--- src/hw/pipe_pkg.sv ---
package pipe_pkg;

    // data, address and result width
    typedef logic [63:0] xlen_t;
    typedef logic [4:0]  reg_addr_t;
    // one strobe bit per byte of a double word
    typedef logic [7:0]  strb_t;
    typedef logic [1:0]  mem_size_t;

    localparam mem_size_t SIZE_B = 2'd0;
    localparam mem_size_t SIZE_H = 2'd1;
    localparam mem_size_t SIZE_W = 2'd2;
    localparam mem_size_t SIZE_D = 2'd3;

    typedef enum logic [2:0] {
        OP_ADD   = 3'd0,
        OP_SUB   = 3'd1,
        OP_AND   = 3'd2,
        OP_OR    = 3'd3,
        OP_XOR   = 3'd4,
        OP_LOAD  = 3'd5,
        OP_STORE = 3'd6
    } alu_op_t;

    localparam int RAM_WORDS_DEFAULT = 256;
    localparam int RD_LAT_DEFAULT    = 2;

    // byte lane of an access, low bits below the access size are dropped
    function automatic logic [2:0] lane_offset(input mem_size_t size, input logic [2:0] addr_lo);
        case (size)
            SIZE_B:  return addr_lo;
            SIZE_H:  return {addr_lo[2:1], 1'b0};
            SIZE_W:  return {addr_lo[2], 2'b00};
            default: return 3'd0;
        endcase
    endfunction

endpackage

--- src/hw/ex_mem_if.sv ---
`timescale 1ns/100ps

interface ex_mem_if;

    logic                 valid;
    logic                 allowin;

    pipe_pkg::alu_op_t    op;
    // alu value, or the address for loads and stores
    pipe_pkg::xlen_t      result;
    // store data, already replicated across lanes
    pipe_pkg::xlen_t      st_data;
    pipe_pkg::strb_t      strb;
    pipe_pkg::mem_size_t  size;
    logic                 ld_unsigned;
    pipe_pkg::reg_addr_t  rd;
    logic                 reg_wen;

    modport producer (
        output valid,
        output op,
        output result,
        output st_data,
        output strb,
        output size,
        output ld_unsigned,
        output rd,
        output reg_wen,
        input  allowin
    );

    modport consumer (
        input  valid,
        input  op,
        input  result,
        input  st_data,
        input  strb,
        input  size,
        input  ld_unsigned,
        input  rd,
        input  reg_wen,
        output allowin
    );

endinterface

--- src/hw/ex_mem_reg.sv ---
`timescale 1ns/100ps

module ex_mem_reg (
    input  logic            I_sys_clk,
    input  logic            I_rst,
    ex_mem_if.consumer      ex_in,
    ex_mem_if.producer      mem_out,
    output logic            rd_en,
    input  logic            rvalid,
    input  pipe_pkg::xlen_t rdata,
    output pipe_pkg::xlen_t load_data
);

    logic                input_valid;
    logic                output_valid;
    logic                capture;
    logic                is_load;
    logic                load_done;
    logic                load_pending;
    pipe_pkg::xlen_t     load_data_q;

    pipe_pkg::alu_op_t   op_q;
    pipe_pkg::xlen_t     result_q;
    pipe_pkg::xlen_t     st_data_q;
    pipe_pkg::strb_t     strb_q;
    pipe_pkg::mem_size_t size_q;
    logic                unsigned_q;
    pipe_pkg::reg_addr_t rd_q;
    logic                reg_wen_q;

    assign is_load      = (op_q == pipe_pkg::OP_LOAD);
    assign load_pending = input_valid && is_load && !load_done;

    // a load is ready on the rvalid pulse, and stays ready once done
    assign output_valid = !is_load || load_done || rvalid;

    assign ex_in.allowin = !input_valid || (output_valid && mem_out.allowin);
    assign mem_out.valid = input_valid && output_valid;
    assign capture       = ex_in.valid && ex_in.allowin;

    always_ff @(posedge I_sys_clk) begin
        if (I_rst) begin
            input_valid <= 1'b0;
        end else if (ex_in.allowin) begin
            input_valid <= ex_in.valid;
        end
    end

    // one cycle read pulse right after a load is taken
    always_ff @(posedge I_sys_clk) begin
        if (I_rst) begin
            rd_en <= 1'b0;
        end else begin
            rd_en <= capture && (ex_in.op == pipe_pkg::OP_LOAD);
        end
    end

    // new capture wins over an rvalid that belongs to the op leaving
    always_ff @(posedge I_sys_clk) begin
        if (I_rst) begin
            load_done <= 1'b0;
        end else if (capture) begin
            load_done <= 1'b0;
        end else if (rvalid) begin
            load_done <= 1'b1;
        end
    end

    always_ff @(posedge I_sys_clk) begin
        if (rvalid) begin
            load_data_q <= rdata;
        end
    end

    assign load_data = load_done ? load_data_q : rdata;

    always_ff @(posedge I_sys_clk) begin
        if (capture) begin
            op_q       <= ex_in.op;
            result_q   <= ex_in.result;
            st_data_q  <= ex_in.st_data;
            strb_q     <= ex_in.strb;
            size_q     <= ex_in.size;
            unsigned_q <= ex_in.ld_unsigned;
            rd_q       <= ex_in.rd;
            reg_wen_q  <= ex_in.reg_wen;
        end
    end

    assign mem_out.op          = op_q;
    assign mem_out.result      = result_q;
    assign mem_out.st_data     = st_data_q;
    assign mem_out.strb        = strb_q;
    assign mem_out.size        = size_q;
    assign mem_out.ld_unsigned = unsigned_q;
    assign mem_out.rd          = rd_q;
    assign mem_out.reg_wen     = reg_wen_q;

    // read data only ever returns for the load held here
    a_rvalid_pending: assert property (
        @(posedge I_sys_clk) disable iff (I_rst)
        rvalid |-> load_pending
    ) else $error("rvalid without a pending load");

    // stalled output keeps its op, address and load data
    a_stall_stable: assert property (
        @(posedge I_sys_clk) disable iff (I_rst)
        mem_out.valid && !mem_out.allowin |=>
            mem_out.valid && $stable(op_q) && $stable(result_q) && $stable(load_data)
    ) else $error("EX/MEM payload changed under stall");

endmodule

--- src/flat_wrapper.sv ---
// flat-port wrapper written by rule: the top's interface ports become plain ports
module ex_mem_reg_flat 
  (I_sys_clk, I_rst, rd_en, rvalid, rdata, load_data, ex_in_valid, ex_in_op, ex_in_result, ex_in_st_data, ex_in_strb, ex_in_size, ex_in_ld_unsigned, ex_in_rd, ex_in_reg_wen, ex_in_allowin, mem_out_valid, mem_out_op, mem_out_result, mem_out_st_data, mem_out_strb, mem_out_size, mem_out_ld_unsigned, mem_out_rd, mem_out_reg_wen, mem_out_allowin);
  ex_mem_if ex_in_i ();
  ex_mem_if mem_out_i ();
  input  logic I_sys_clk;
  input  logic I_rst;
  output logic rd_en;
  input  logic rvalid;
  input  pipe_pkg::xlen_t rdata;
  output pipe_pkg::xlen_t load_data;
  input wire logic [$bits(ex_in_i.valid)-1:0] ex_in_valid;
  input wire logic [$bits(ex_in_i.op)-1:0] ex_in_op;
  input wire logic [$bits(ex_in_i.result)-1:0] ex_in_result;
  input wire logic [$bits(ex_in_i.st_data)-1:0] ex_in_st_data;
  input wire logic [$bits(ex_in_i.strb)-1:0] ex_in_strb;
  input wire logic [$bits(ex_in_i.size)-1:0] ex_in_size;
  input wire logic [$bits(ex_in_i.ld_unsigned)-1:0] ex_in_ld_unsigned;
  input wire logic [$bits(ex_in_i.rd)-1:0] ex_in_rd;
  input wire logic [$bits(ex_in_i.reg_wen)-1:0] ex_in_reg_wen;
  output wire logic [$bits(ex_in_i.allowin)-1:0] ex_in_allowin;
  output wire logic [$bits(mem_out_i.valid)-1:0] mem_out_valid;
  output wire logic [$bits(mem_out_i.op)-1:0] mem_out_op;
  output wire logic [$bits(mem_out_i.result)-1:0] mem_out_result;
  output wire logic [$bits(mem_out_i.st_data)-1:0] mem_out_st_data;
  output wire logic [$bits(mem_out_i.strb)-1:0] mem_out_strb;
  output wire logic [$bits(mem_out_i.size)-1:0] mem_out_size;
  output wire logic [$bits(mem_out_i.ld_unsigned)-1:0] mem_out_ld_unsigned;
  output wire logic [$bits(mem_out_i.rd)-1:0] mem_out_rd;
  output wire logic [$bits(mem_out_i.reg_wen)-1:0] mem_out_reg_wen;
  input wire logic [$bits(mem_out_i.allowin)-1:0] mem_out_allowin;
  assign ex_in_i.valid = ex_in_valid;
  assign ex_in_i.op = ex_in_op;
  assign ex_in_i.result = ex_in_result;
  assign ex_in_i.st_data = ex_in_st_data;
  assign ex_in_i.strb = ex_in_strb;
  assign ex_in_i.size = ex_in_size;
  assign ex_in_i.ld_unsigned = ex_in_ld_unsigned;
  assign ex_in_i.rd = ex_in_rd;
  assign ex_in_i.reg_wen = ex_in_reg_wen;
  assign ex_in_allowin = ex_in_i.allowin;
  assign mem_out_valid = mem_out_i.valid;
  assign mem_out_op = mem_out_i.op;
  assign mem_out_result = mem_out_i.result;
  assign mem_out_st_data = mem_out_i.st_data;
  assign mem_out_strb = mem_out_i.strb;
  assign mem_out_size = mem_out_i.size;
  assign mem_out_ld_unsigned = mem_out_i.ld_unsigned;
  assign mem_out_rd = mem_out_i.rd;
  assign mem_out_reg_wen = mem_out_i.reg_wen;
  assign mem_out_i.allowin = mem_out_allowin;
  ex_mem_reg u_core (.I_sys_clk(I_sys_clk), .I_rst(I_rst), .ex_in(ex_in_i), .mem_out(mem_out_i), .rd_en(rd_en), .rvalid(rvalid), .rdata(rdata), .load_data(load_data));
endmodule
--- config.mk ---
export PLATFORM = sky130hd
export DESIGN_NAME = ex_mem_reg_flat
export DESIGN_NICKNAME = d
export VERILOG_FILES = /design/src/hw/pipe_pkg.sv /design/src/hw/ex_mem_if.sv /design/src/hw/ex_mem_reg.sv /design/src/flat_wrapper.sv
export SDC_FILE = /design/constraint.sdc
export NUM_CORES = 1
export LEC_CHECK = 0
export BUFFER_PORTS_ARGS = -buffer_cell sky130_fd_sc_hd__buf_2
export CORE_AREA = 2 2 169 171
export CTS_CLUSTER_SIZE = 14
export DETAILED_ROUTE_END_ITERATION = 12
export DIE_AREA = 0 0 171 173
export PLACE_DENSITY_LB_ADDON = 0.25
export SLEW_MARGIN = 20
export SYNTH_ARGS = -nofsm -noshare
export SYNTH_HDL_FRONTEND = slang
export SYNTH_SLANG_ARGS = --single-unit
--- constraint.sdc ---
create_clock -name I_sys_clk -period 10.8 [get_ports I_sys_clk]
set_clock_uncertainty 0.05 [all_clocks]
set_input_delay 0 -clock I_sys_clk [delete_from_list [all_inputs] [get_ports I_sys_clk]]
set_output_delay 0 -clock I_sys_clk [all_outputs]
set_load 0.03 [all_outputs]
==> results_dict.tcl <==
set metrics [dict create \
    yosysTopAreaCellShare_pct 87.2 \
    drtIter0Drc 202 \
    wirelength_microns 22500 \
    syn_area_per_cell_sq_um 24.4 \
    port_buffers 431 \
    fp.dieH_microns 173 \
    path_clk_slew_ns 0.06 \
    ys_top_cells_by_area "edfxtp_1, mux2_2, mux2_1" \
    power_frac_seq_pct 47.1 \
    ys_seq_area_share_pct 88.1 \
    vias 5411 \
    grt_pass1_vias 5918 \
    clk_latency_ns 0.52 \
    drcViolationCount 0 \
    viasPerCell 3.95 \
    required_ns 10.90 \
    max_freq_ghz 0.289 \
    holdBufCountCts 216 \
    syn_area_sq_mm 0.00730 \
    final-max-slew-violation-count 0 \
    netlist_instances 299 \
    startpoint_type "flop" \
    vdd_drop_max_uv 118 \
    rows 61 \
    yosys.area.top_type "edfxtp_1" \
    start_util_pct 26.4 \
    p_int_mw 1.57 \
    finalCriticalPeriod_ns 3.46 \
    layout_common_cells "buf_2, dlygate4sd3_1, edfxtp_1" \
    grt-ovfl-total 0 \
    yosys.cell_types.count 18 \
    place_ws_ns 7.07 \
    path_max_fanout 67 \
    status "completed" \
    p_sw_share_pct 25.8 \
    root_buffer "clkbuf_16" \
    place_area_sq_mm 0.00992 \
    ys_ff_latch 215 \
    detail-route-antenna-nets 0 \
    critPathKind "flop to flop" \
    worstMarginPinSlew_ns 0.866 \
    p_per_area_mw_per_mm2 164 \
    cts_made_buffers 25 \
    critPathArrivalTime_ns 3.56 \
    cap_violations 0 \
    die_area_sq_mm 0.0296 \
    rsz0062_at_grt "false" \
    htree_levels 1 \
    combinationalPowerShare_pct 15.8 \
    wl_per_cell_microns 16.4 \
    synth_fp_nets 516 \
    worstHoldPathType "input pin to flop" \
    fin_nets 1188 \
    endpoint_kind "flop" \
    yosysWarnings 0 \
    grt_pass1_wl_microns 32900 \
    finalInstanceArea_sq_mm 0.0129 \
    antenna_found_initial 3 \
    area_growth_pct 76.5 \
    finalHoldViolations 0 \
    grt_max_degree 85 \
    grtUsageTotal_pct 14.4 \
    fin_ws_ns 7.34 \
    finalSetupTns_ns 0 \
    final_common_cell "buf_2" \
    setup_viol 0 \
    cts.path.max_buffers 3 \
    clkPwrFrac_pct 37.1 \
    cts.repair.resized 0 \
    layout-drive-gt1-share_pct 53.3 \
    hpwl_microns 15000 \
    switchingPower_mw 0.544 \
    cts_setup_buffers 0 \
    slew_headroom_pct 42.3 \
    fp.dieW_microns 171 \
    period_share_pct 32.0 \
    coreArea_sq_mm 0.0276 \
    cts.sinks 215 \
    firstDrtPassIters 4 \
    cts_tree "done" \
    gp_congestion 0.771 \
    pin_count 432 \
    p_leak_nw 5.37 \
]
flip-flops by register name, summed over array words and instances (netlist names), 2 cells and up:
signal,flops
u_core.load_data_q,64
u_core.mem_out.op,3
u_core.mem_out.rd,5
u_core.mem_out.result,64
u_core.mem_out.size,2
u_core.mem_out.st_data,64
u_core.mem_out.strb,8
path summary, 6_finish.rpt:
| path | from | end | slack (ns) | depth (start not counted) |
|---|---|---|---|---|
| worst max-delay path | u_core.load_done | u_core.mem_out.st_data[30] | 7.34 | 6 |
| worst min-delay path | ex_in_valid | u_core.load_done | 0.11 | 5 |
| worst max register to register | u_core.load_done | u_core.mem_out.st_data[30] | 7.34 | 6 |
| worst min register to register | u_core.mem_out.op[2] | u_core.load_done | 0.88 | 3 |
synthesized netlist by cell type (all sizes together):
cell type,count
a311oi,2
edfxtp,212
mux2,64
buf,7
and3b,1
dfxtp,3
nor2,2
inv,1
and2,2
nor2b,1
nor3,1
a21bo,1
nor4bb,1
nand4b,1
per-layer routing:
layer	global-route usage (%)	share of wire, %
met2	25.5	49
met5	0	0
met1	14.5	35
met4	8.83	6.9
met3	4.65	9.0
worst max-delay path, stage by stage, from the launching register on:
cell and delay, ns:
dfxtp_2 0.31, buf_4 0.65, nor2_1 0.25, a311oi_4 0.29
buf_4 0.36, buf_16 0.32, buf_4 0.72
metrics by stage:
step	hold slack [ns]	total power, mW	instances	util, %
2_1_floorplan	0.0221	1.18	299	-
3_3_place_gp	0.126	1.28	1105	35.9
3_5_place_dp	0.128	1.28	1105	35.9
4_1_cts	0.0948	2.14	1366	46.5
5_1_grt	0.110	2.19	1370	46.6
6_report	0.113	2.11	1370	46.6
layout make-up:
class	instances	area [sq um]
fill	2413	14800
sequential	215	6430
timing repair buffer	652	4380
multi-input combinational	76	828
clock buffer	29	641
tap	378	473
clock inverter	16	119
antenna	3	7.51
inverter	1	3.75
logic make-up (layout without fill, tap and decap cells):
| family | count (synthesis) | in the layout | share of synthesized area, % |
|---|---|---|---|
| DFF | 215 | 215 | 88.1 |
| muxes | 64 | 64 | 9.88 |
| and+or+nand+nor | 9 | 9 | 0.857 |
| buffers and inverters | 8 | 698 | 0.737 |
| AOI/OAI and AO/OA | 3 | 3 | 0.463 |
| other | 0 | 3 | 0 |
power by group through the flow:
stage / combinational (mW) / clock [mW] / sequential, mW
5_1_grt: 0.352 / 0.841 / 1.00
6_report: 0.334 / 0.783 / 0.995
3_5_place_dp: 0.270 / 0 / 1.01
4_1_cts: 0.333 / 0.808 / 0.995
3_3_place_gp: 0.270 / 0 / 1.01
2_1_floorplan: 0.0862 / 0 / 1.09
Power figures use the tool's default switching activity.
