`src/hw/pipe_pkg.sv`:
```
package pipe_pkg;

    // data, address and result width
    typedef logic [63:0] xlen_t;
    typedef logic [4:0]  reg_addr_t;
    // one strobe bit per byte of a double word
    typedef logic [7:0]  strb_t;
    typedef logic [1:0]  mem_size_t;

    localparam mem_size_t SIZE_B = 2'd0;
    localparam mem_size_t SIZE_H = 2'd1;
    localparam mem_size_t SIZE_W = 2'd2;
    localparam mem_size_t SIZE_D = 2'd3;

    typedef enum logic [2:0] {
        OP_ADD   = 3'd0,
        OP_SUB   = 3'd1,
        OP_AND   = 3'd2,
        OP_OR    = 3'd3,
        OP_XOR   = 3'd4,
        OP_LOAD  = 3'd5,
        OP_STORE = 3'd6
    } alu_op_t;

    localparam int RAM_WORDS_DEFAULT = 256;
    localparam int RD_LAT_DEFAULT    = 2;

    // byte lane of an access, low bits below the access size are dropped
    function automatic logic [2:0] lane_offset(input mem_size_t size, input logic [2:0] addr_lo);
        case (size)
            SIZE_B:  return addr_lo;
            SIZE_H:  return {addr_lo[2:1], 1'b0};
            SIZE_W:  return {addr_lo[2], 2'b00};
            default: return 3'd0;
        endcase
    endfunction

endpackage

```
`src/hw/ex_mem_if.sv`:
```
`timescale 1ns/100ps

interface ex_mem_if;

    logic                 valid;
    logic                 allowin;

    pipe_pkg::alu_op_t    op;
    // alu value, or the address for loads and stores
    pipe_pkg::xlen_t      result;
    // store data, already replicated across lanes
    pipe_pkg::xlen_t      st_data;
    pipe_pkg::strb_t      strb;
    pipe_pkg::mem_size_t  size;
    logic                 ld_unsigned;
    pipe_pkg::reg_addr_t  rd;
    logic                 reg_wen;

    modport producer (
        output valid,
        output op,
        output result,
        output st_data,
        output strb,
        output size,
        output ld_unsigned,
        output rd,
        output reg_wen,
        input  allowin
    );

    modport consumer (
        input  valid,
        input  op,
        input  result,
        input  st_data,
        input  strb,
        input  size,
        input  ld_unsigned,
        input  rd,
        input  reg_wen,
        output allowin
    );

endinterface

```
`src/hw/mem_stage.sv`:
```
`timescale 1ns/100ps

module mem_stage (
    input  logic                I_sys_clk,
    input  logic                I_rst,
    ex_mem_if.consumer          mem_in,
    input  pipe_pkg::xlen_t     load_data,
    output logic                wen,
    output pipe_pkg::xlen_t     waddr,
    output pipe_pkg::xlen_t     wdata,
    output pipe_pkg::strb_t     strb,
    output logic                out_valid,
    input  logic                out_allowout,
    output pipe_pkg::reg_addr_t out_rd,
    output logic                out_wen,
    output pipe_pkg::xlen_t     out_data
);

    logic            xfer;
    logic [2:0]      offset;
    pipe_pkg::xlen_t shifted;
    pipe_pkg::xlen_t ext_data;
    pipe_pkg::xlen_t wb_data;

    assign mem_in.allowin = !out_valid || out_allowout;
    assign xfer           = mem_in.valid && mem_in.allowin;

    // store is written once, on its way out of EX/MEM
    assign wen   = xfer && (mem_in.op == pipe_pkg::OP_STORE);
    assign waddr = mem_in.result;
    assign wdata = mem_in.st_data;
    assign strb  = mem_in.strb;

    // bring the addressed lane down to bit 0
    assign offset  = pipe_pkg::lane_offset(mem_in.size, mem_in.result[2:0]);
    assign shifted = load_data >> {offset, 3'b000};

    always_comb begin
        case (mem_in.size)
            pipe_pkg::SIZE_B: begin
                ext_data = mem_in.ld_unsigned ? {56'd0, shifted[7:0]}
                                              : {{56{shifted[7]}}, shifted[7:0]};
            end
            pipe_pkg::SIZE_H: begin
                ext_data = mem_in.ld_unsigned ? {48'd0, shifted[15:0]}
                                              : {{48{shifted[15]}}, shifted[15:0]};
            end
            pipe_pkg::SIZE_W: begin
                ext_data = mem_in.ld_unsigned ? {32'd0, shifted[31:0]}
                                              : {{32{shifted[31]}}, shifted[31:0]};
            end
            default: begin
                ext_data = shifted;
            end
        endcase
    end

    // alu ops and stores pass the result field, stores carry their address
    assign wb_data = (mem_in.op == pipe_pkg::OP_LOAD) ? ext_data : mem_in.result;

    always_ff @(posedge I_sys_clk) begin
        if (I_rst) begin
            out_valid <= 1'b0;
        end else if (mem_in.allowin) begin
            out_valid <= mem_in.valid;
        end
    end

    always_ff @(posedge I_sys_clk) begin
        if (xfer) begin
            out_rd   <= mem_in.rd;
            out_wen  <= mem_in.reg_wen;
            out_data <= wb_data;
        end
    end

endmodule

```
`src/flat_wrapper.sv`:
```
// flat-port wrapper written by rule: the top's interface ports become plain ports
module mem_stage_flat 
  (I_sys_clk, I_rst, load_data, wen, waddr, wdata, strb, out_valid, out_allowout, out_rd, out_wen, out_data, mem_in_valid, mem_in_op, mem_in_result, mem_in_st_data, mem_in_strb, mem_in_size, mem_in_ld_unsigned, mem_in_rd, mem_in_reg_wen, mem_in_allowin);
  ex_mem_if mem_in_i ();
  input  logic I_sys_clk;
  input  logic I_rst;
  input  pipe_pkg::xlen_t load_data;
  output logic wen;
  output pipe_pkg::xlen_t waddr;
  output pipe_pkg::xlen_t wdata;
  output pipe_pkg::strb_t strb;
  output logic out_valid;
  input  logic out_allowout;
  output pipe_pkg::reg_addr_t out_rd;
  output logic out_wen;
  output pipe_pkg::xlen_t out_data;
  input wire logic [$bits(mem_in_i.valid)-1:0] mem_in_valid;
  input wire logic [$bits(mem_in_i.op)-1:0] mem_in_op;
  input wire logic [$bits(mem_in_i.result)-1:0] mem_in_result;
  input wire logic [$bits(mem_in_i.st_data)-1:0] mem_in_st_data;
  input wire logic [$bits(mem_in_i.strb)-1:0] mem_in_strb;
  input wire logic [$bits(mem_in_i.size)-1:0] mem_in_size;
  input wire logic [$bits(mem_in_i.ld_unsigned)-1:0] mem_in_ld_unsigned;
  input wire logic [$bits(mem_in_i.rd)-1:0] mem_in_rd;
  input wire logic [$bits(mem_in_i.reg_wen)-1:0] mem_in_reg_wen;
  output wire logic [$bits(mem_in_i.allowin)-1:0] mem_in_allowin;
  assign mem_in_i.valid = mem_in_valid;
  assign mem_in_i.op = mem_in_op;
  assign mem_in_i.result = mem_in_result;
  assign mem_in_i.st_data = mem_in_st_data;
  assign mem_in_i.strb = mem_in_strb;
  assign mem_in_i.size = mem_in_size;
  assign mem_in_i.ld_unsigned = mem_in_ld_unsigned;
  assign mem_in_i.rd = mem_in_rd;
  assign mem_in_i.reg_wen = mem_in_reg_wen;
  assign mem_in_allowin = mem_in_i.allowin;
  mem_stage u_core (.I_sys_clk(I_sys_clk), .I_rst(I_rst), .mem_in(mem_in_i), .load_data(load_data), .wen(wen), .waddr(waddr), .wdata(wdata), .strb(strb), .out_valid(out_valid), .out_allowout(out_allowout), .out_rd(out_rd), .out_wen(out_wen), .out_data(out_data));
endmodule
```
`config.mk`:
```
export PLATFORM = sky130hd
export DESIGN_NAME = mem_stage_flat
export DESIGN_NICKNAME = d
export VERILOG_FILES = /design/src/hw/pipe_pkg.sv /design/src/hw/ex_mem_if.sv /design/src/hw/mem_stage.sv /design/src/flat_wrapper.sv
export SDC_FILE = /design/constraint.sdc
export NUM_CORES = 1
export LEC_CHECK = 0
export ABC_AREA = 1
export BUFFER_PORTS_ARGS = -buffer_cell sky130_fd_sc_hd__buf_2
export CAP_MARGIN = 0
export CORE_AREA = 2 2 167 169
export CTS_CLUSTER_SIZE = 30
export DETAILED_ROUTE_END_ITERATION = 6
export DIE_AREA = 0 0 169 171
export GPL_TIMING_DRIVEN = 0
export HOLD_SLACK_MARGIN = 0.02
export PLACE_DENSITY_LB_ADDON = 0.1
export SYNTH_ARGS = -nofsm -noshare
export SYNTH_HDL_FRONTEND = slang
export SYNTH_SLANG_ARGS = --single-unit
```
`constraint.sdc`:
```
create_clock -name I_sys_clk -period 4.3 [get_ports I_sys_clk]
set_input_delay 0.645 -clock I_sys_clk [delete_from_list [all_inputs] [get_ports I_sys_clk]]
set_output_delay 0.645 -clock I_sys_clk [all_outputs]
set_load 0.01 [all_outputs]
```
==> flow_summary.rst, run 1 <==
.. list-table::
   :header-rows: 1

   * - Metric
     - Value
   * - Outcome
     - completed
   * - CP Capture Type
     - flip-flop
   * - Setup repair bufs after CTS
     - 0
   * - Number of max-slew violations in the final report
     - 0
   * - Critical path cell sequence
     - buf_2 > inv_2 > nand2_2 > inv_2 > buf_2 > clkbuf_1 > nand3_1 > nand2_1 > nand2_1 > nand2_1 > a31oi_1
   * - Max Cap Viol
     - 0
   * - Initial antenna violation count
     - 4
   * - Number of remaining DRC errors
     - 0
   * - CTS resizes
     - 0
   * - Instance count along the most critical hold path
     - 2
   * - Clock Sinks
     - between 70 and 80
   * - Worst hold start
     - I_rst
   * - I/O Buffers
     - between 300 and 400
   * - Arrival time of the worst setup path
     - between 2 and 3 ns
   * - Post-synthesis cell count
     - roughly 900
   * - Tightest Pin Transition
     - around 0.68 ns
   * - I/O pins
     - between 400 and 500
   * - Number of fillers in the final layout
     - roughly 3200
   * - HPWL Detailed
     - 25300 um
   * - Number of global-route vias before repair
     - approximately 6800
   * - Placed cell area
     - roughly 0.0084 mm^2
   * - Min-Delay Endpoint
     - u_core.out_valid$_SDFFE_PP0N_
   * - Capture instance of the worst register-to-register path
     - u_core.out_data[16]$_DFFE_PP_
   * - Clock transition time at the flip-flop clock pins of the worst setup and hold paths
     - around 0.070 ns
   * - Placement row count
     - between 60 and 70
   * - Commonest cells after routing, fill and taps aside
     - 380 x sky130_fd_sc_hd__buf_2, 251 x sky130_fd_sc_hd__nand2_1, 164 x sky130_fd_sc_hd__nor2_1, 136 x sky130_fd_sc_hd__buf_4, 108 x sky130_fd_sc_hd__nand3_1
   * - Net switching component of the power
     - between 700 and 800 uW
   * - Post-Synthesis Cell Area
     - between 0.006 and 0.007 mm^2
   * - Clk_lat worst skew
     - 0.35 ns
   * - Count of final hold-check violations
     - 0
   * - Async set or reset register ratio after synthesis
     - 0%
   * - Overall die width
     - about 170 um
   * - Internal Dissipation
     - ~1600 uW
   * - Setup violations, final
     - 0
   * - Area share of the leading cell type in the synthesized netlist
     - between 30 and 40%
   * - Critical path start-end classification
     - in2reg
   * - Sequential cell area fraction in the yosys report
     - roughly 34%
   * - FF-to-FF path depth
     - 4
   * - Ys flop type
     - sky130_fd_sc_hd__edfxtp_1
   * - Headroom to the max-slew limit
     - ~55%
   * - Aggregate global routing overflow
     - 0
   * - Logic gate share of total power
     - 31.0%
   * - Final wirelength
     - roughly 31000 um
   * - Total via count in the routed design
     - 7188
   * - Cell type contributing the most total cell area after synthesis
     - sky130_fd_sc_hd__edfxtp_1
   * - Synth Warn #
     - 0
   * - Number of hold-repair buffers added at the cts stage
     - 0
   * - Pin count of the biggest net entering global routing
     - 60
   * - Final setup skew
     - ~0.011 ns
   * - CP Data Required Time
     - 4.38 ns
   * - Root buffer cell
     - sky130_fd_sc_hd__clkbuf_16
   * - Flip-flop and latch count after synthesis
     - 71
   * - Number of optimization iterations in the first detailed-route pass
     - 5
   * - Reg-to-reg setup timing slack
     - ~2.9 ns
   * - Setup tns final
     - 0 ns
   * - Most common cell on crit path
     - sky130_fd_sc_hd__nand2_1
   * - Ranking of synthesized cells by area
     - sky130_fd_sc_hd__edfxtp_1 34%, sky130_fd_sc_hd__buf_4 17%, sky130_fd_sc_hd__nand2_1 15%, sky130_fd_sc_hd__nor2_1 10%, sky130_fd_sc_hd__nand3_1 8.8%
   * - Count of distinct cell types in the synthesized netlist
     - 29
   * - Sequential share of power
     - between 30% and 40%
   * - Minimum period implied by the final worst setup slack
     - around 2.6 ns
   * - Worst setup SP type
     - input port
   * - Overall Global Routing Usage
     - 20.3%
   * - Mean cell area of the mapped netlist
     - roughly 6.8 um^2
   * - Clock buffers created by TritonCTS
     - 9
   * - Number of nets in the layout
     - 1491
   * - Total power density per cell area
     - 277 mW/mm^2
   * - Wire length of the first global-routing pass
     - about 43000 um
   * - Period utilisation layout
     - between 60% and 70%
   * - Worst hold slack
     - 0.443 ns
   * - Remaining antenna violation count
     - 0
   * - Routability congestion estimate
     - about 0.92
   * - EDFF count, synth
     - 70
   * - Growth of design area from synthesis to finish
     - 41.4%
   * - DRT iter0 DRCs
     - between 500 and 600
   * - Slowest library cell on the worst path
     - sky130_fd_sc_hd__clkbuf_1
   * - Drt via density
     - 4.41
   * - Crit-path max cell delay
     - ~0.54 ns
   * - Total Die Area
     - approximately 0.029 mm^2
   * - Clk network pwr share
     - between 30% and 40%
   * - Switching Share
     - between 30% and 40%
   * - Min-Delay Path Class
     - in2reg
   * - Initial core utilization
     - a little under a quarter
   * - Std-Cell Core Area
     - between 0.02 and 0.03 mm^2
   * - Pleak
     - 0.00475 uW
   * - Fraction of layout cells with a size suffix above 1
     - 43.0%
   * - RSZ-0062 raised after global routing
     - false
   * - Number of buffers on the longest clock path
     - 2
   * - Highest attainable clock frequency
     - ~0.38 GHz
   * - Most frequent standard cell in the layout excluding fill and tap cells
     - sky130_fd_sc_hd__buf_2
   * - Worst r2r src
     - u_core.out_valid$_SDFFE_PP0N_
   * - Peak fanout along the critical path
     - 10
   * - Worst vdd ir
     - between 0.15 and 0.2 mV
   * - Synthesized netlist net count
     - 1128
   * - Detailed-route wire length per cell
     - 18.8 um
   * - Design area
     - around 0.0087 mm^2
   * - Vertical die dimension
     - around 170 um
   * - CTS tree
     - done
   * - H-tree depth reported by CTS
     - 3
## sequential cells by signal, summed over array words and instances, names as in the netlist
register          flops
u_core.out_data      64
u_core.out_rd         5
u_core.out_valid      1
u_core.out_wen        1
## metal layers
layer,GRT usage (%),vias to the layer above,part of all wire (%)
met5,0,-,0.052
met4,6.09,2,2.1
met3,4.37,37,8.1
met2,37.4,401,51
met1,23.6,3232,39
li1,-,3516,-
## cell families (layout without fill, tap and decap cells)
kind of cell	after synthesis	count (layout)	share of synthesized area, %
DFF	71	71	34.5
and+or+nand+nor	542	542	36.3
AOI/OAI and AO/OA	66	66	5.83
other	0	3	0
buffers and inverters	233	601	23.4
## power groups by stage
stage	logic, uW	clock network, uW	registers, uW
6_report	746	830	833
2_1_floorplan	383	0	880
4_1_cts	751	860	834
5_1_grt	815	887	838
3_5_place_dp	749	0	848
3_3_place_gp	743	0	852
## Yosys cell counts (2+ instances only)
cell and instances:
sky130_fd_sc_hd__buf_6 3, sky130_fd_sc_hd__buf_4 136, sky130_fd_sc_hd__buf_1 3, sky130_fd_sc_hd__nand2_2 4
sky130_fd_sc_hd__a21oi_1 24, sky130_fd_sc_hd__nor2_1 164, sky130_fd_sc_hd__o21a_1 2, sky130_fd_sc_hd__buf_2 29
sky130_fd_sc_hd__nand3_1 108, sky130_fd_sc_hd__o21ai_1 4, sky130_fd_sc_hd__inv_1 44, sky130_fd_sc_hd__nand2_1 251
sky130_fd_sc_hd__and2_1 3, sky130_fd_sc_hd__o211ai_1 6, sky130_fd_sc_hd__nor3_1 2, sky130_fd_sc_hd__clkbuf_1 14
sky130_fd_sc_hd__nand3_2 2, sky130_fd_sc_hd__o21ai_0 25, sky130_fd_sc_hd__nor2_4 2, sky130_fd_sc_hd__nand3b_1 2
sky130_fd_sc_hd__edfxtp_1 70, sky130_fd_sc_hd__inv_2 4, sky130_fd_sc_hd__a31oi_1 4
## final cells by class
| cell class | count | area [um^2] | area share [%] |
|---|---|---|---|
| antenna | 3 | 7.51 | 0.0862 |
| timing repair buffer | 352 | 1780 | 20.5 |
| inverter | 48 | 183 | 2.10 |
| clock inverter | 7 | 95.1 | 1.09 |
| multi-input combinational | 608 | 2590 | 29.8 |
| buffer | 185 | 1260 | 14.5 |
| sequential | 71 | 2120 | 24.4 |
| tap | 346 | 433 | 4.97 |
| clock buffer | 9 | 225 | 2.59 |
## worst max-delay path: cells and delay by family
kind / cells / cell delay, ns
buffers and inverters: 5 / 1.25
AND/OR/NAND/NOR: 5 / 0.71
AO/OA/AOI/OAI: 1 / 0.09
## per-stage QoR
| step | setup WS [ns] | std cells | utilization (%) | power [uW] |
|---|---|---|---|---|
| 6_report | 1.66 | 1629 | 31.9 | 2410 |
| 5_1_grt | 1.59 | 1627 | 31.8 | 2540 |
| 4_1_cts | 1.74 | 1626 | 31.8 | 2440 |
| 3_5_place_dp | 1.38 | 1610 | 30.7 | 1600 |
| 3_3_place_gp | 0.636 | 1609 | 30.6 | 1590 |
| 2_1_floorplan | 1.61 | 912 | - | 1260 |
## worst max-delay path by stage
stage	start	to	slack, ns	depth (start not counted)
6_report	mem_in_size[1]	u_core.out_data[12]$_DFFE_PP_	1.66	11
5_1_grt	mem_in_size[1]	u_core.out_data[21]$_DFFE_PP_	1.59	11
3_5_place_dp	mem_in_size[1]	u_core.out_data[12]$_DFFE_PP_	1.38	11
2_1_floorplan	out_allowout	u_core.out_data[0]$_DFFE_PP_	1.61	4
4_1_cts	mem_in_size[1]	u_core.out_data[12]$_DFFE_PP_	1.74	11
3_3_place_gp	out_allowout	u_core.out_data[28]$_DFFE_PP_	0.64	5
Note: power is estimated with default switching activity, not from simulation.
==> inputs of run 2 (changes only) <==
==> constraint.sdc (replaced) <==
create_clock -name I_sys_clk -period 2.3 [get_ports I_sys_clk]
set_input_delay 0.345 -clock I_sys_clk [delete_from_list [all_inputs] [get_ports I_sys_clk]]
set_output_delay 0.345 -clock I_sys_clk [all_outputs]
set_load 0.01 [all_outputs]
==> run 2 against run 1 <==
  * Non-clock buffer count grew 1
  * Hold slack lost 0.29 ns
  * Count of clock-buffer cells in the layout stayed put
  * Core utilization shrank 0.12 points
  * Worst setup slack worse by 1.6 ns
  * Via count shrank 0.86%
  * Combinational power is 86% higher
  * Die area is the same
  * Largest power group unchanged
  * Highest routed layer unchanged
==> flow_summary.rst, run 2 (synthesis results as in run 1) <==
.. list-table::
   :header-rows: 1

   * - Metric
     - Value
   * - Clock transition time at the flip-flop clock pins of the worst setup and hold paths
     - 0.06 ns (about the same)
   * - Number of nets in the layout
     - 1492 (+0.067%)
   * - Pin count of the biggest net entering global routing
     - 32 (-47%)
   * - I/O Buffers
     - 351 (unchanged)
   * - Minimum period implied by the final worst setup slack
     - 2.21 ns
   * - Largest register by flop count
     - u_core.out_data
   * - Worst vdd ir
     - 0.342 mV (+100%)
   * - Total power density per cell area
     - 494 mW/mm^2 (+78%)
   * - Wire length of the first global-routing pass
     - 41800 um (-2.0%)
   * - Remaining antenna violation count
     - 0 (unchanged)
   * - Clk_lat worst skew
     - 0.35 ns (about the same)
   * - Met2 global-route usage
     - 36.6% (-0.84 points)
   * - Placement row count
     - 61 (unchanged)
   * - Arrival time of the worst setup path
     - 2.31 ns (-0.41 ns)
   * - Highest attainable clock frequency
     - about 0.45 GHz
   * - Multi-input logic area
     - 0.00259 mm^2 (unchanged)
   * - Routability congestion estimate
     - 0.941 (+2.7%)
   * - Overall die width
     - 169 um (unchanged)
   * - Number of hold-repair buffers added at the cts stage
     - 0 (unchanged)
   * - Power Total
     - 4280 uW (+78%)
   * - Most frequent standard cell in the layout excluding fill and tap cells
     - sky130_fd_sc_hd__buf_2
   * - Total via count in the routed design
     - 7126 (-0.86%)
   * - Number of buffers on the longest clock path
     - 2 (unchanged)
   * - Pleak
     - 0.00473 uW (-0.43%)
   * - Growth of design area from synthesis to finish
     - 40.8%
   * - Critical path cell sequence
     - buf_2 > inv_2 > nand2_2 > nor2_4 > clkbuf_4 > nand2_1 > nand2_1 > nand2_1 > a21oi_1 > o21ai_0 > nand2_1 > nand2_1
   * - Commonest cells after routing, fill and taps aside
     - 378 x sky130_fd_sc_hd__buf_2, 251 x sky130_fd_sc_hd__nand2_1, 164 x sky130_fd_sc_hd__nor2_1, 136 x sky130_fd_sc_hd__buf_4, 108 x sky130_fd_sc_hd__nand3_1
   * - Min-Delay Path Class
     - in2reg
   * - Post-Layout Cell Count
     - 1628 (-0.061%)
   * - I/O pins
     - 425 (unchanged)
   * - Drt via density
     - 4.38 (-0.80%)
   * - Largest register FFs
     - 64 (unchanged)
   * - Worst setup slack after layout
     - 0.0854 ns (-1.57 ns)
   * - Count of final hold-check violations
     - 0 (unchanged)
   * - Slowest library cell on the worst path
     - sky130_fd_sc_hd__nor2_4
   * - Total Die Area
     - 0.0289 mm^2 (unchanged)
   * - Critical path start-end classification
     - in2reg
   * - Worst Path Buf+Inv
     - 3 (-2)
   * - Top cell family by delay on the critical path
     - simple AND/OR/NAND/NOR gates
   * - Headroom to the max-slew limit
     - 54.2% (-0.75 points)
   * - Clock buffers created by TritonCTS
     - 9 (unchanged)
   * - Initial core utilization
     - 22.5% (unchanged)
   * - Number of fillers in the final layout
     - 3095 (-2.9%)
   * - H-tree depth reported by CTS
     - 3 (unchanged)
   * - DRT iter0 DRCs
     - 564 (+3.7%)
   * - Clock Sinks
     - 71 (unchanged)
   * - Final wirelength
     - 30200 um (-1.4%)
   * - CTS tree
     - done
   * - Crit-path max cell delay
     - 0.32 ns (-0.22 ns)
   * - Global routing met1 resource utilization
     - 23.4% (-0.13 points)
   * - Number of global-route vias before repair
     - 6689 (-2.3%)
   * - Outcome
     - completed
   * - Root buffer cell
     - sky130_fd_sc_hd__clkbuf_16
   * - Aggregate global routing overflow
     - 0 (unchanged)
   * - Storage cell area
     - 0.00212 mm^2 (unchanged)
   * - Met3 usage
     - 4.35% (-0.023 points)
   * - Placed cell count
     - 1611 (+0.062%)
   * - Detailed-route wire length per cell
     - 18.6 um (-1.4%)
   * - Most common cell on crit path
     - sky130_fd_sc_hd__nand2_1
   * - Tightest Pin Transition
     - 0.687 ns (+0.0112 ns)
   * - Max Cap Viol
     - 0 (unchanged)
   * - Number of max-slew violations in the final report
     - 0 (unchanged)
   * - Largest registers ranked by flip-flop count
     - u_core.out_data: 64 flops, u_core.out_rd: 5 flops
   * - Final setup skew
     - 0.00999 ns (-0.000513 ns)
   * - Std-Cell Core Area
     - 0.0273 mm^2 (unchanged)
   * - HPWL Detailed
     - 25200 um (-0.58%)
   * - Setup repair bufs after CTS
     - 0 (unchanged)
   * - Initial antenna violation count
     - 3 (-1)
   * - CP Data Required Time
     - 2.39 ns (-1.99 ns)
   * - Period utilisation layout
     - between 90% and 100%
   * - Number of optimization iterations in the first detailed-route pass
     - 6 (+1)
   * - Number of remaining DRC errors
     - 0 (unchanged)
   * - Fraction of layout cells with a size suffix above 1
     - 43.2% (+0.12 points)
   * - Vertical die dimension
     - 171 um (unchanged)
   * - Worst setup SP type
     - input port
   * - Setup violations, final
     - 0 (unchanged)
   * - Peak fanout along the critical path
     - 10 (unchanged)
   * - RSZ-0062 raised after global routing
     - false
   * - Worst slack at placement
     - -0.310 ns (-1.69 ns)
   * - CP Capture Type
     - flip-flop
   * - Overall Global Routing Usage
     - 20.0% (-0.26 points)
   * - Most congested layer reported by global routing
     - met2
==> run 2: through the flow <==
| step | instance area (um^2) | setup TNS [ns] | hold WS [ns] | utilization, % |
|---|---|---|---|---|
| 5_1_grt | 8670 | 0 | 0.145 | 31.7 |
| 4_1_cts | 8670 | 0 | 0.139 | 31.7 |
| 2_1_floorplan | 6160 | 0 | 0.414 | - |
| 6_report | 8670 | 0 | 0.155 | 31.7 |
| 3_3_place_gp | 8350 | -48.97 | 0.497 | 30.6 |
| 3_5_place_dp | 8390 | -7.97 | 0.498 | 30.7 |
==> run 2: worst register-to-register path: stages (launching register included) <==
cell and delay [ns]:
sky130_fd_sc_hd__dfxtp_1 0.33, sky130_fd_sc_hd__nand2_1 0.08, sky130_fd_sc_hd__nand2_1 0.14, sky130_fd_sc_hd__clkinvlp_4 0.33
sky130_fd_sc_hd__buf_12 0.30, sky130_fd_sc_hd__buf_12 0.21
==> run 2: final timing paths <==
check | end | slack [ns] | startpoint | cells after the start
max | u_core.out_data[11]$_DFFE_PP_ | 0.09 | mem_in_size[1] | 12
min | u_core.out_valid$_SDFFE_PP0N_ | 0.15 | I_rst | 2
max reg2reg | u_core.out_data[16]$_DFFE_PP_ | 0.64 | u_core.out_valid$_SDFFE_PP0N_ | 5
min reg2reg | u_core.out_valid$_SDFFE_PP0N_ | 0.50 | u_core.out_valid$_SDFFE_PP0N_ | 2
==> run 2: power by group <==
group / internal, uW / leakage, uW / switching, uW
Clock: 730 / 0.000132 / 605
Sequential: 1540 / 0.000685 / 17.8
Combinational: 576 / 0.00391 / 813
Total: 2850 / 0.00473 / 1440
==> run 2: final cells by class <==
type                            instances  share of cell area [%]
Sequential cell                        71                    24.5
Multi-Input combinational cell        608                    29.9
Clock inverter                          7                   0.548
Timing Repair Buffer                  353                    20.7
Antenna cell                            1                  0.0288
Tap cell                              346                    4.99
Clock buffer                            9                    2.60
Inverter                               48                    2.12
Buffer                                185                    14.6
==> run 2: per-layer routing <==
| layer | share of wire [%] | routed length, um |
|---|---|---|
| met1 | 39 | 11600 |
| met2 | 51 | 15400 |
| met3 | 8.4 | 2540 |
| met4 | 2.0 | 611 |
| met5 | 0.079 | 24 |
==> run 2: timing repair <==
action	4_1_cts	5_1_grt
endpoints found under the hold margin	0	0
resized for setup	0	5
setup endpoints to repair	0	6
==> inputs of run 3 (changes only) <==
--- a/config.mk
+++ b/config.mk
@@ -5,16 +5,16 @@
 export SDC_FILE = /design/constraint.sdc
 export NUM_CORES = 1
 export LEC_CHECK = 0
-export ABC_AREA = 1
 export BUFFER_PORTS_ARGS = -buffer_cell sky130_fd_sc_hd__buf_2
 export CAP_MARGIN = 0
-export CORE_AREA = 2 2 167 169
+export CORE_AREA = 2 2 165 167
 export CTS_CLUSTER_SIZE = 30
 export DETAILED_ROUTE_END_ITERATION = 6
-export DIE_AREA = 0 0 169 171
+export DIE_AREA = 0 0 167 169
 export GPL_TIMING_DRIVEN = 0
 export HOLD_SLACK_MARGIN = 0.02
 export PLACE_DENSITY_LB_ADDON = 0.1
+export SLEW_MARGIN = 10
 export SYNTH_ARGS = -nofsm -noshare
 export SYNTH_HDL_FRONTEND = slang
 export SYNTH_SLANG_ARGS = --single-unit
==> run 3 against run 2 <==
  * Cell area shrank 0.42%
  * Synthesized cell count fell by 30%
  * Combinational power about the same
  * Wire length rose by 0.92%
  * Clock skew is 0.0013 ns lower
  * Cell count shrank 17%
  * Die area down 2.3%
  * Core utilization grew 0.85 points
  * Sequential power about the same
  * Worst setup slack worse by 0.012 ns
  * Power increased by 9.2%
==> flow_summary.rst, run 3 <==
.. list-table::
   :header-rows: 1

   * - Metric
     - Value
   * - FF-to-FF path depth
     - 3 (-2)
   * - Synthesized netlist net count
     - 855 (-24%)
   * - Worst vdd ir
     - 0.393 mV (+15%)
   * - Overall Global Routing Usage
     - 20.6% (+0.58 points)
   * - Area share of the leading cell type in the synthesized netlist
     - 34.8% (+0.63 points)
   * - Largest register FFs
     - 64 (unchanged)
   * - Vertical die dimension
     - 169 um (-1.2%)
   * - Largest registers ranked by flip-flop count
     - u_core.out_data: 64 flops, u_core.out_rd: 5 flops
   * - Setup tns final
     - 0 ns (unchanged)
   * - Clock Sinks
     - 71 (unchanged)
   * - Headroom to the max-slew limit
     - 46.7% (-7.5 points)
   * - HPWL Detailed
     - 25200 um (+0.15%)
   * - Ranking of synthesized cells by area
     - sky130_fd_sc_hd__edfxtp_1 35%, sky130_fd_sc_hd__buf_4 18%, sky130_fd_sc_hd__a221oi_2 7.2%, sky130_fd_sc_hd__a31oi_1 4.8%, sky130_fd_sc_hd__nor2_1 4.7%
   * - Ys flop type
     - sky130_fd_sc_hd__edfxtp_1
   * - Count of distinct cell types in the synthesized netlist
     - 51 (+76%)
   * - Sequential cell area fraction in the yosys report
     - 35.1% (+0.63 points)
   * - Clk_lat worst skew
     - 0.35 ns (about the same)
   * - Number of global-route vias before repair
     - 6371 (-4.8%)
   * - Drt via density
     - 4.78 (+9.2%)
   * - H-tree depth reported by CTS
     - 3 (unchanged)
   * - Worst hold slack
     - 0.145 ns (-0.0103 ns)
   * - Setup violations, final
     - 0 (unchanged)
   * - RSZ-0062 raised after global routing
     - true
   * - Critical path start-end classification
     - in2reg
   * - I/O pins
     - 425 (unchanged)
   * - Ranking of synthesized cells by instance count
     - 143 x sky130_fd_sc_hd__buf_4, 76 x sky130_fd_sc_hd__nor2_1, 70 x sky130_fd_sc_hd__edfxtp_1, 47 x sky130_fd_sc_hd__nand2_1, 46 x sky130_fd_sc_hd__a31oi_1
   * - Design area
     - 0.00864 mm^2 (-0.42%)
   * - Cell type contributing the most total cell area after synthesis
     - sky130_fd_sc_hd__edfxtp_1
   * - Mean cell area of the mapped netlist
     - 9.47 um^2 (+40%)
   * - EDFF count, synth
     - 70 (unchanged)
   * - Worst slack at placement
     - -0.408 ns (-0.0980 ns)
   * - Post-Synthesis Cell Area
     - 0.00605 mm^2 (-1.8%)
   * - Number of buffers on the longest clock path
     - 2 (unchanged)
   * - Clock transition time at the flip-flop clock pins of the worst setup and hold paths
     - 0.07 ns (about the same)
   * - Most frequent cell after synthesis
     - sky130_fd_sc_hd__buf_4
   * - DRT iter0 DRCs
     - 356 (-37%)
   * - I/O Buffers
     - 352 (+0.28%)
   * - Storage cell area
     - 0.00212 mm^2 (unchanged)
   * - Growth of design area from synthesis to finish
     - 42.8%
   * - Clock buffers created by TritonCTS
     - 9 (unchanged)
   * - Aggregate global routing overflow
     - 0 (unchanged)
   * - Count of final hold-check violations
     - 0 (unchanged)
   * - Minimum period implied by the final worst setup slack
     - 2.23 ns (+0.0120 ns)
   * - Placed cell area
     - 0.00827 mm^2 (-1.5%)
   * - Final wirelength
     - 30500 um (+0.92%)
   * - Commonest cells after routing, fill and taps aside
     - 374 x sky130_fd_sc_hd__buf_2, 144 x sky130_fd_sc_hd__buf_4, 76 x sky130_fd_sc_hd__nor2_1, 70 x sky130_fd_sc_hd__edfxtp_1, 47 x sky130_fd_sc_hd__nand2_1
   * - Outcome
     - completed
   * - Arrival time of the worst setup path
     - 2.28 ns (-0.03 ns)
   * - Number of max-slew violations in the final report
     - 0 (unchanged)
   * - CTS tree
     - done
   * - CP Data Required Time
     - 2.35 ns (-0.04 ns)
   * - Number of remaining DRC errors
     - 0 (unchanged)
   * - Most frequent standard cell in the layout excluding fill and tap cells
     - sky130_fd_sc_hd__buf_2
   * - Total power density per cell area
     - 541 mW/mm^2 (+9.7%)
   * - Overall die width
     - 167 um (-1.2%)
   * - Min-Delay Path Class
     - in2reg
   * - Worst setup slack after layout
     - 0.0734 ns (-0.0120 ns)
   * - Peak fanout along the critical path
     - 10 (unchanged)
   * - Tightest Pin Transition
     - 0.797 ns (+0.110 ns)
   * - CP Capture Type
     - flip-flop
   * - Multi-input logic area
     - 0.00258 mm^2 (-0.53%)
   * - Pleak
     - 0.00398 uW (-16%)
   * - Number of fillers in the final layout
     - 2850 (-7.9%)
   * - Synth Warn #
     - 0 (unchanged)
   * - Highest attainable clock frequency
     - 0.449 GHz (-0.54%)
   * - Number of hold-repair buffers added at the cts stage
     - 0 (unchanged)
   * - Number of optimization iterations in the first detailed-route pass
     - 5 (-1)
   * - Initial core utilization
     - 22.8% (+0.28 points)
   * - Std-Cell Core Area
     - 0.0265 mm^2 (-3.0%)
   * - Wire length of the first global-routing pass
     - 42800 um (+2.5%)
   * - Worst setup SP type
     - input port
   * - Instance count along the most critical hold path
     - 2 (unchanged)
   * - Largest register by flop count
     - u_core.out_data
   * - Total via count in the routed design
     - 6466 (-9.3%)
   * - Routability congestion estimate
     - 0.900 (-4.3%)
   * - Power Total
     - 4670 uW (+9.2%)
   * - Flip-flop and latch count after synthesis
     - 71 (unchanged)
   * - Initial antenna violation count
     - 4 (+1)
   * - Max Cap Viol
     - 0 (unchanged)
   * - Detailed-route wire length per cell
     - 22.5 um (+21%)
   * - Total Die Area
     - 0.0282 mm^2 (-2.3%)
   * - Async set or reset register ratio after synthesis
     - 0% (unchanged)
   * - Pin count of the biggest net entering global routing
     - 47 (+47%)
   * - Final setup skew
     - 0.00872 ns (-0.00127 ns)
   * - Number of nets in the layout
     - 1220 (-18%)
   * - Root buffer cell
     - sky130_fd_sc_hd__clkbuf_16
   * - Period utilisation layout
     - 96.8% (+0.52 points)
   * - Post-synthesis cell count
     - 639 (-30%)
   * - Remaining antenna violation count
     - 0 (unchanged)
   * - CTS resizes
     - 0 (unchanged)
   * - Placement row count
     - 60 (-1.6%)
   * - Fraction of layout cells with a size suffix above 1
     - 58.2% (+15 points)
-- run 3: power breakdown --
group	internal, uW	leakage [uW]	switching [uW]	total [uW]
sequential	1540	0.000684	19.1	1560
combinational	617	0.00313	773	1390
clock	1080	0.000173	651	1730
-- run 3: final cells by class --
cell class | count | area share, %
Multi-Input combinational cell | 368 | 29.9
Tap cell | 341 | 4.94
Inverter | 6 | 0.261
Antenna cell | 3 | 0.0869
Buffer | 194 | 15.4
Clock inverter | 7 | 1.48
Sequential cell | 71 | 24.6
Clock buffer | 9 | 2.61
Timing Repair Buffer | 354 | 20.8
-- run 3: logic make-up after synthesis --
family                 after synthesis  synth area share (%)
flip-flops                          71                  35.1
AO/OA/AOI/OAI                      170                  23.3
multiplexers                        29                  6.56
AND/OR/NAND/NOR                    168                  12.7
buffers and inverters              201                  22.4
-- run 3: per-layer routing --
metal	GRT usage [%]	share of wire (%)	vias to the layer above
li1	-	-	2991
met1	25.3	41	3126
met2	36.9	51	323
met3	4.77	7.3	24
met4	4.39	1.2	2
met5	0	0.043	-
-- run 3: through the flow --
| stage | util [%] | instances |
|---|---|---|
| finish | 32.6 | 1353 |
| global route | 32.6 | 1351 |
| CTS | 32.5 | 1348 |
| detailed placement | 31.2 | 1333 |
| global placement | 31.1 | 1332 |
| floorplan | - | 639 |
-- run 3: repair_timing --
action / CTS / global route
setup buffers: 0 / 1
pin swaps: 0 / 1
endpoints found under the setup margin: 5 / 22
gates cloned: 0 / 1
-- run 3: final timing paths --
path	end	start	slack, ns
setup / recovery	u_core.out_data[39]$_DFFE_PP_	mem_in_result[0]	0.07
hold / removal	u_core.out_valid$_SDFFE_PP0N_	I_rst	0.14
setup reg to reg	u_core.out_data[3]$_DFFE_PP_	u_core.out_valid$_SDFFE_PP0N_	1.01
hold reg to reg	u_core.out_valid$_SDFFE_PP0N_	u_core.out_valid$_SDFFE_PP0N_	0.60
-- run 3: worst max-delay path, stage by stage --
cell and delay (ns):
sky130_fd_sc_hd__buf_2 0.22, sky130_fd_sc_hd__nand2b_1 0.10, sky130_fd_sc_hd__buf_6 0.14, sky130_fd_sc_hd__buf_2 0.19, sky130_fd_sc_hd__a31oi_1 0.20, sky130_fd_sc_hd__o22ai_1 0.12, sky130_fd_sc_hd__o211ai_1 0.20, sky130_fd_sc_hd__clkbuf_1 0.50
sky130_fd_sc_hd__a41oi_1 0.24
